===== config.mk =====
export PLATFORM = sky130hd
export DESIGN_NAME = zx_input
export DESIGN_NICKNAME = d
export VERILOG_FILES = /design/src/design/zx_input_pkg.sv /design/src/design/input_state_if.sv /design/src/design/spi_link_if.sv /design/src/design/kbd_mus_store.sv /design/src/design/spi_cmd_rx.sv /design/src/design/zport_reader.sv /design/src/design/zx_input.sv
export SDC_FILE = /design/constraint.sdc
export NUM_CORES = 1
export LEC_CHECK = 0
export ABC_AREA = 1
export BUFFER_PORTS_ARGS = -buffer_cell sky130_fd_sc_hd__buf_2
export CELL_PAD_IN_SITES_DETAIL_PLACEMENT = 1
export CELL_PAD_IN_SITES_GLOBAL_PLACEMENT = 1
export CORE_ASPECT_RATIO = 1.4
export CORE_MARGIN = 5
export CORE_UTILIZATION = 47
export DETAILED_ROUTE_END_ITERATION = 8
export PLACE_DENSITY = 0.77
export RECOVER_POWER = 100
export SETUP_SLACK_MARGIN = 0.1
export SYNTH_ARGS = -nofsm -noshare
export SYNTH_HDL_FRONTEND = slang
export SYNTH_SLANG_ARGS = --single-unit

===== constraint.sdc =====
create_clock -name fclk -period 3 [get_ports fclk]
set_input_delay 0.15 -clock fclk [delete_from_list [all_inputs] [get_ports fclk]]
set_output_delay 0.15 -clock fclk [all_outputs]
set_load 0.05 [all_outputs]

===== src/design/zx_input_pkg.sv =====
package zx_input_pkg;

	// first byte of a frame from the board controller
	typedef enum logic [7:0] {
		CMD_NOP     = 8'h00,
		CMD_KBD     = 8'h10,
		CMD_MUS_X   = 8'h20,
		CMD_MUS_Y   = 8'h21,
		CMD_MUS_BTN = 8'h22
	} spi_cmd_e;

	typedef enum logic [1:0] {
		RX_IDLE,
		RX_CMD,
		RX_DATA
	} rx_state_e;

	// key columns per keyboard frame
	localparam logic [2:0] KBD_BYTES = 3'd5;

	// a[0] low selects the ula port
	localparam logic [7:0] PORT_KBD_LO = 8'hFE;

	// kempston ports, full decode
	localparam logic [15:0] PORT_MUS_X   = 16'hFBDF;
	localparam logic [15:0] PORT_MUS_Y   = 16'hFFDF;
	localparam logic [15:0] PORT_MUS_BTN = 16'hFADF;

	// all keys released
	localparam logic [39:0] KBD_RESET     = {40{1'b1}};
	localparam logic [7:0]  MUS_XY_RESET  = 8'h00;
	localparam logic [7:0]  MUS_BTN_RESET = 8'hFF;

endpackage


===== src/design/input_state_if.sv =====
`timescale 1ns/1ps

interface input_state_if;

	// column i in bits 8*i+7 .. 8*i, one bit per half-row
	logic [39:0] kbd;
	logic [7:0]  mus_x;
	logic [7:0]  mus_y;
	logic [7:0]  mus_btn;

	modport src (
		output kbd, mus_x, mus_y, mus_btn
	);

	modport snk (
		input kbd, mus_x, mus_y, mus_btn
	);

endinterface


===== src/design/spi_link_if.sv =====
`timescale 1ns/1ps

interface spi_link_if;

	logic [7:0]            data;
	zx_input_pkg::spi_cmd_e cmd;
	logic [2:0]            idx;
	logic                  byte_stb;
	logic                  frame_end;

	modport tx (
		output data, cmd, idx, byte_stb, frame_end
	);

	modport rx (
		input data, cmd, idx, byte_stb, frame_end
	);

endinterface


===== src/design/kbd_mus_store.sv =====
`timescale 1ns/1ps

module kbd_mus_store (
	input  logic        fclk,
	input  logic        rst_n,
	spi_link_if.rx      link,
	input_state_if.src  state
);

	logic [39:0] shadow;
	logic        mus_taken;
	logic        kbd_byte;
	logic        kbd_commit;

	assign kbd_byte = link.byte_stb && (link.cmd == zx_input_pkg::CMD_KBD)
		&& (link.idx < zx_input_pkg::KBD_BYTES);

	// idx still holds the last byte of this frame
	assign kbd_commit = link.frame_end && (link.cmd == zx_input_pkg::CMD_KBD)
		&& (link.idx >= zx_input_pkg::KBD_BYTES - 3'd1);

	always_ff @(posedge fclk)
	begin
		if (kbd_byte)
			shadow[{link.idx, 3'b000} +: 8] <= link.data;
	end

	always_ff @(posedge fclk)
	begin
		if (!rst_n)
		begin
			state.kbd     <= zx_input_pkg::KBD_RESET;
			state.mus_x   <= zx_input_pkg::MUS_XY_RESET;
			state.mus_y   <= zx_input_pkg::MUS_XY_RESET;
			state.mus_btn <= zx_input_pkg::MUS_BTN_RESET;
			mus_taken     <= 1'b0;
		end
		else
		begin
			if (kbd_commit)
				state.kbd <= shadow;

			if (link.frame_end)
				mus_taken <= 1'b0;
			else if (link.byte_stb && !mus_taken)
			begin
				case (link.cmd)
					zx_input_pkg::CMD_MUS_X:   state.mus_x   <= link.data;
					zx_input_pkg::CMD_MUS_Y:   state.mus_y   <= link.data;
					zx_input_pkg::CMD_MUS_BTN: state.mus_btn <= link.data;
					default: ;
				endcase
				// only the first mouse byte of a frame counts
				if (link.cmd inside {zx_input_pkg::CMD_MUS_X, zx_input_pkg::CMD_MUS_Y,
					zx_input_pkg::CMD_MUS_BTN})
					mus_taken <= 1'b1;
			end
		end
	end

endmodule


===== src/design/spi_cmd_rx.sv =====
`timescale 1ns/1ps

module spi_cmd_rx (
	input  logic   fclk,
	input  logic   rst_n,
	input  logic   spics_n,
	input  logic   spick,
	input  logic   spido,
	spi_link_if.tx link
);

	// stages 0 and 1 synchronize, stage 2 is the previous value for edges
	logic [2:0] ck_sync;
	logic [2:0] cs_sync;
	logic [1:0] do_sync;

	logic ck_rise;
	logic cs_fall;
	logic cs_rise;
	logic bit_take;
	logic byte_done;

	zx_input_pkg::rx_state_e rx_state;
	logic [2:0] bit_cnt;
	logic [2:0] nbytes;
	logic [6:0] shreg;
	logic [7:0] rx_byte;

	function automatic zx_input_pkg::spi_cmd_e to_cmd(input logic [7:0] b);
		case (b)
			zx_input_pkg::CMD_KBD:     to_cmd = zx_input_pkg::CMD_KBD;
			zx_input_pkg::CMD_MUS_X:   to_cmd = zx_input_pkg::CMD_MUS_X;
			zx_input_pkg::CMD_MUS_Y:   to_cmd = zx_input_pkg::CMD_MUS_Y;
			zx_input_pkg::CMD_MUS_BTN: to_cmd = zx_input_pkg::CMD_MUS_BTN;
			default:                   to_cmd = zx_input_pkg::CMD_NOP;
		endcase
	endfunction

	always_ff @(posedge fclk)
	begin
		if (!rst_n)
		begin
			ck_sync <= 3'b000;
			cs_sync <= 3'b111;
		end
		else
		begin
			ck_sync <= {ck_sync[1:0], spick};
			cs_sync <= {cs_sync[1:0], spics_n};
		end
	end

	always_ff @(posedge fclk)
	begin
		do_sync <= {do_sync[0], spido};
	end

	assign ck_rise = ck_sync[1] & ~ck_sync[2];
	assign cs_fall = cs_sync[2] & ~cs_sync[1];
	assign cs_rise = ~cs_sync[2] & cs_sync[1];

	// chip select edges win over a clock edge in the same cycle
	assign bit_take  = ck_rise && (rx_state != zx_input_pkg::RX_IDLE) && !cs_rise && !cs_fall;
	assign byte_done = bit_take && (bit_cnt == 3'd7);
	assign rx_byte   = {shreg, do_sync[1]};

	always_ff @(posedge fclk)
	begin
		if (!rst_n)
		begin
			rx_state       <= zx_input_pkg::RX_IDLE;
			bit_cnt        <= 3'd0;
			nbytes         <= 3'd0;
			link.byte_stb  <= 1'b0;
			link.frame_end <= 1'b0;
		end
		else
		begin
			link.byte_stb  <= 1'b0;
			link.frame_end <= 1'b0;
			if (cs_rise)
			begin
				rx_state       <= zx_input_pkg::RX_IDLE;
				link.frame_end <= (nbytes != 3'd0);
			end
			else if (cs_fall)
			begin
				rx_state <= zx_input_pkg::RX_CMD;
				bit_cnt  <= 3'd0;
				nbytes   <= 3'd0;
			end
			else if (bit_take)
			begin
				bit_cnt <= bit_cnt + 3'd1;
				if (byte_done && rx_state == zx_input_pkg::RX_CMD)
					rx_state <= zx_input_pkg::RX_DATA;
				if (byte_done && rx_state == zx_input_pkg::RX_DATA)
				begin
					link.byte_stb <= 1'b1;
					link.idx      <= nbytes;
					// saturate, the store ignores anything past column 4
					if (nbytes != 3'd7)
						nbytes <= nbytes + 3'd1;
				end
			end
		end
	end

	always_ff @(posedge fclk)
	begin
		if (bit_take)
			shreg <= rx_byte[6:0];
		if (byte_done && rx_state == zx_input_pkg::RX_CMD)
			link.cmd <= to_cmd(rx_byte);
		if (byte_done && rx_state == zx_input_pkg::RX_DATA)
			link.data <= rx_byte;
	end

endmodule


===== src/design/zport_reader.sv =====
`timescale 1ns/1ps

module zport_reader (
	input  logic        fclk,
	input  logic        rst_n,
	input  logic [15:0] a,
	input  logic        iorq_n,
	input  logic        rd_n,
	input_state_if.snk  state,
	output logic [7:0]  dout,
	output logic        dataout
);

	logic       rd_cyc;
	logic       hit_kbd;
	logic       hit_x;
	logic       hit_y;
	logic       hit_btn;
	logic [4:0] keys;
	logic [7:0] dout_next;
	logic       oe_next;

	assign rd_cyc  = ~iorq_n & ~rd_n;
	assign hit_kbd = (a[0] == zx_input_pkg::PORT_KBD_LO[0]);
	assign hit_x   = (a == zx_input_pkg::PORT_MUS_X);
	assign hit_y   = (a == zx_input_pkg::PORT_MUS_Y);
	assign hit_btn = (a == zx_input_pkg::PORT_MUS_BTN);

	// unselected half-rows are forced to 1 before the and
	always_comb
	begin
		for (int i = 0; i < zx_input_pkg::KBD_BYTES; i++)
			keys[i] = &(state.kbd[8*i +: 8] | a[15:8]);
	end

	always_comb
	begin
		oe_next   = 1'b0;
		dout_next = 8'hFF;
		if (rd_cyc)
		begin
			oe_next = 1'b1;
			if (hit_kbd)
				dout_next = {3'b111, keys};
			else if (hit_x)
				dout_next = state.mus_x;
			else if (hit_y)
				dout_next = state.mus_y;
			else if (hit_btn)
				dout_next = state.mus_btn;
			else
				oe_next = 1'b0;
		end
	end

	always_ff @(posedge fclk)
	begin
		if (!rst_n)
		begin
			dout    <= 8'hFF;
			dataout <= 1'b0;
		end
		else
		begin
			dout    <= dout_next;
			dataout <= oe_next;
		end
	end

endmodule


===== src/design/zx_input.sv =====
`timescale 1ns/1ps

module zx_input (
	input  logic        fclk,
	input  logic        rst_n,

	// board controller link
	input  logic        spics_n,
	input  logic        spick,
	input  logic        spido,

	// z80 side
	input  logic [15:0] a,
	input  logic        iorq_n,
	input  logic        rd_n,
	output logic [7:0]  d_out,
	output logic        d_oe
);

	spi_link_if    link_bus ();
	input_state_if state_bus ();

	spi_cmd_rx u_rx (
		.fclk    (fclk),
		.rst_n   (rst_n),
		.spics_n (spics_n),
		.spick   (spick),
		.spido   (spido),
		.link    (link_bus.tx)
	);

	kbd_mus_store u_store (
		.fclk  (fclk),
		.rst_n (rst_n),
		.link  (link_bus.rx),
		.state (state_bus.src)
	);

	zport_reader u_reader (
		.fclk    (fclk),
		.rst_n   (rst_n),
		.a       (a),
		.iorq_n  (iorq_n),
		.rd_n    (rd_n),
		.state   (state_bus.snk),
		.dout    (d_out),
		.dataout (d_oe)
	);

endmodule


### After elaboration in Yosys (flattened, before gate mapping)

Cells that the tools add are included.

| operators by class | value |
|---|---|
| order comparisons | 2 |
| eq/ne operators | 15 |
| add/subtract/negate cells | 3 |
| bitwise gates (word level) | 19 |
| mux-type cells | 20 |
| shift-type cells | 2 |
| reductions and logical operators | 42 |

Operator list:

| kind | number |
|---|---|
| == test 16 bit, second input constant | 3 |
| == test 8 x 6 -> 1 bit, second input constant | 6 |
| bitwise mux 40 bit | 1 |
| bitwise OR 8 bit | 5 |
| AND reduction 8 bit | 5 |
| variable shift 8 x 8 -> 40 bit, first input constant | 1 |
| variable part select 8 x 8 -> 40 bit | 1 |
| two-way mux 8 bit | 3 |
| one-hot mux 6 bit (4 select lines) | 1 |
| two-way mux 3 bit | 6 |
| == test 8 x 5 -> 1 bit, second input constant | 2 |
| AND reduction 2 bit | 6 |
| AND reduction 3 bit | 4 |
| logical AND 1 bit | 11 |
| NOT 1 bit | 10 |
| nonzero test 2 bit | 5 |
| two-way mux 1 bit | 8 |
| negator 6 -> 8 bit | 1 |
| adder 3 x 1 -> 3 bit, second input constant | 2 |
| nonzero test 3 bit | 2 |
| two-way mux 5 bit | 1 |
| AND reduction 5 bit | 1 |
| bitwise AND 1 bit | 4 |
| AND reduction 4 bit | 1 |
| other kinds (10) | 13 |

| word-level totals | value |
|---|---|
| flip-flop bits (word level) | 158 |
| word-level logic and storage cells | 125 |

### Depth between registers and ports, before layout

| logic depth | value |
|---|---|
| depth after elaboration | 10 |
| mapped depth | 11 |

### Modules after synthesis

A second synthesis with hierarchy kept.

| second synthesis, totals | value |
|---|---|
| cell total of the unflattened synthesis | 751 |
| area total of the unflattened synthesis | 6631.4 µm² |

By module, submodules not included:

| module | instances | seq. area each (µm²) | area each (µm²) | cells each |
|---|---|---|---|---|
| kbd_mus_store | 1 | 2502.4 | 4192.8 | 454 |
| spi_cmd_rx | 1 | 1021.0 | 1557.7 | 134 |
| zport_reader | 1 | 180.2 | 880.8 | 163 |

### Worst setup path after synthesis

No wires, ideal clock.

| timing path | value |
|---|---|
| path type | reg2reg |
| start | reg u_rx.link.idx[0] |
| end | reg u_store.shadow[16], enable pin |
| data arrival time | 1.844 ns |
| required time | 2.630 ns |
| buffers on the path | 0 |
| clock period less this slack | 2.214 ns |
| cell stages (with the launch flop) | 8 |
| slack | 0.786 ns |
| path through | edfxtp_1 > inv_1 > ha_1 > ha_1 > inv_1 > nor3_1 > nand2_1 > nor2_1 |

| on the way | value |
|---|---|
| longest elaborated chain between the ends | 2 |

RTL lines:

| what | RTL line | RTL |
|---|---|---|
| from (decl) | spi_link_if.sv:12 | `output data, cmd, idx, byte_stb, frame_end` |
| from (signal assigned) | spi_cmd_rx.sv:100 | `link.idx <= nbytes;` |
| < comparator 3 bit | kbd_mus_store.sv:16 | `&& (link.idx < zx_input_pkg::KBD_BYTES);` |
| logical AND 1 bit | kbd_mus_store.sv:16 |  |
| to (signal, indexed assignment) | kbd_mus_store.sv:25 | `shadow[{link.idx, 3'b000} +: 8] <= link.data;` |
| to (decl) | kbd_mus_store.sv:10 | `logic [39:0] shadow;` |

No other way between the ends.
A chain may end at the register's enable or synchronous reset.

### Worst setup path in the final report

| timing path | value |
|---|---|
| start | reg u_rx.link.idx[0] |
| end | reg u_store.shadow[33], enable pin |

Same word-level chain as after synthesis.

==> metrics.txt <==
status complete, but fails checks; failing checks max-capacitance violations, max-slew violations; Seq pwr share between 40% and 50%; Mapped Cells 670; clk root buf clkbuf_16; GPL Wtd Cong 0.880; H-tree depth 4; maximum clock rate roughly 0.4 GHz; Initial Util between 40 and 50%; Tot Pwr approximately 4.5 mW; dominant synthesized flop cell dfxtp_1; Logic pwr share under 10%; crit path launch type flop; Post-Syn Area 0.00616 mm^2; CP Max Fanout 9; Synthesized Nets roughly 700; CORE AREA approximately 0.013 mm^2; Unique masters post-synth 39; Post-DP HPWL approximately 11 mm; routed len/inst between 15 and 20 um; setup TNS 0 ns; cell row count 49; WP data required between 3 and 4 ns; ranking of synthesized cells by area edfxtp_1 (30%), dfxtp_1 (30%), nand2_1 (8.7%); post-synth top area share 30.2%; Pins Over Slew Limit 75; Least-Margin Pin Slew ~1.5 ns; vias post-DR roughly 4.7k; Async SR Flop Fraction 0%; final setup fails 0; Rel. slew slack -2.60%; synth cell count leaders nand2_1 (143), dfxtp_1 (92), nor2_1 (86); antenna cell count 0; first-pass GRT wire length between 20 and 30 mm; Clock transition at path regs 0.07 ns; largest net degree at the start of global routing 75; gr usage total 21.5%; R2R setup slack 0.54 ns; met2 usage between 40% and 50%; met3 usage 3.82%; EDFF count, synth 62; Post-DRT Antenna Nets 0; fin crit period roughly 2.5 ns; Worst Clk Skew 0.0117 ns; Fin Hold WS between 0.1 and 0.15 ns; Worst EP arrival roughly 2.5 ns; mean number of vias per cell around 5.4; RSZ-0062 raised after global routing false; Clock Power Share between 40% and 50%; worst hold path type primary input to flop; Seq/Total Area, Yosys between 60% and 70%; initial antenna violation count 0; port bufs 31; Final Hold Fails 0; flops & latches, synth between 150 and 200; clock buffer depth 2; number of DRC markers in iteration 0 ~270; Psw 1.00 mW; share of cells above drive strength 1 between 10% and 20%; clk sinks approximately 150; Place WS approximately 0.54 ns; crit share post-route approximately 82%; Avg Cell Area, Syn 9.20 um^2; Max rail drop VDD approximately 0.00035 V; Worst-Skew Late Latency 0.42 ns; global route hottest layer met2; vias in the first global route 5,082; Synth Warn # 0; DRC 0; die area between 0.015 and 0.02 mm^2; most common cell in the synthesized netlist nand2_1; power density over the cells about 630 mW/mm^2; routed wire length about 16 mm; Syn-to-layout area delta 14.2%; CP Capture Type flop; width of the die ~110 um; P_int around 3.5 mW; I/O Pins 32; critical path class flop to flop; # resized after CTS 0; fin nets ~740; TritonCTS clock tree built; Vert. Die Dim ~150 um; max cap viols 1; DRT Pass-1 Iters 5; met1 GRT Util 22.7%; Num CTS Buffers 17; Leak 3.00 nW; Yosys top cell by area edfxtp_1; switching portion of total power between 20% and 30%; grt ovf 0; setup ws final about 0.54 ns
==> through the flow <==
stage	cells	instance area [um^2]	util [%]
after floorplan	670	6160	-
after global placement	836	6420	49.9
after detailed placement	836	6420	49.9
after CTS	871	7060	54.8
after global routing	871	7030	54.6
final	871	7030	54.6
==> cell families (layout without fill, tap and decap cells) <==
logic type	Yosys count	after routing	synth area share, %
and+or+nand+nor	301	301	21.0
buffers and inverters	107	155	7.05
AOI/OAI and AO/OA	98	98	9.83
adders and majority gates	10	10	2.03
DFF	154	154	60.1
==> layer usage <==
metal / vias to the layer above / share of wire (%)
met5: - / 0
met4: 0 / 3.5
met3: 32 / 3.6
met2: 91 / 56
met1: 2269 / 37
li1: 2297 / -
==> power by group through the flow <==
stage                     Combinational [mW]  Clock [mW]  Sequential [mW]
after global routing                   0.110        2.32             2.17
final                                  0.101        2.19             2.17
after floorplan                       0.0491           0             2.22
after global placement                0.0952           0             2.22
after CTS                              0.103        2.22             2.17
after detailed placement              0.0988           0             2.22
==> what timing repair did <==
item	in CTS	in global routing
setup buffers	0	0
hold buffers	3	0
endpoints found under the hold margin	3	0
==> worst max-delay path, cell delays in order, from the launching register on <==
cell and delay, ns:
edfxtp_1 0.35, inv_1 0.06, ha_1 0.22, ha_1 0.28, inv_1 0.07, nor3_1 0.29
nand2_1 0.25, nor2_1 0.57
==> path summary, 6_finish.rpt <==
check,cells past startpoint,start,end
max,7,u_rx.link.idx[0],u_store.shadow[33]
min,3,rst_n,u_rx.bit_cnt[1]
max reg2reg,7,u_rx.link.idx[0],u_store.shadow[33]
min reg2reg,0,u_rx.do_sync[0],u_rx.do_sync[1]
==> layout by cell type (no fill, tap or decap), types with 3 or more instances in the layout <==
cell	n
a211oi_1	4
a21oi_1	28
a22oi_1	6
buf_2	21
clkbuf_1	11
clkbuf_16	17
clkinv_4	3
dfxtp_1	92
dlygate4sd3_1	3
edfxtp_1	62
ha_1	10
inv_1	75
inv_2	8
inv_6	4
inv_8	4
nand2_1	143
nand2_2	3
nand3_1	34
nand4_1	9
nor2_1	87
nor3_1	11
nor4_1	4
o211ai_1	23
o21ai_0	19
o21ai_1	6
o22ai_1	7
==> flip-flops by register name, summed over array words and instances, names as in the netlist, 7 cells and up <==
signal                 flops
u_store.state.mus_btn      8
u_rx.shreg                 7
u_reader.dout              8
u_store.shadow            40
u_store.state.mus_x        8
u_rx.link.data             8
u_store.state.kbd         40
u_store.state.mus_y        8
==> cell type report <==
class | count | area, um^2
fill | 1479 | 5840
sequential | 154 | 3700
multi-input combinational | 409 | 2020
clock buffer | 17 | 425
inverter | 85 | 319
timing repair buffer | 38 | 196
tap | 153 | 191
clock inverter | 15 | 181
No activity file was read; power rests on OpenSTA's default activity.
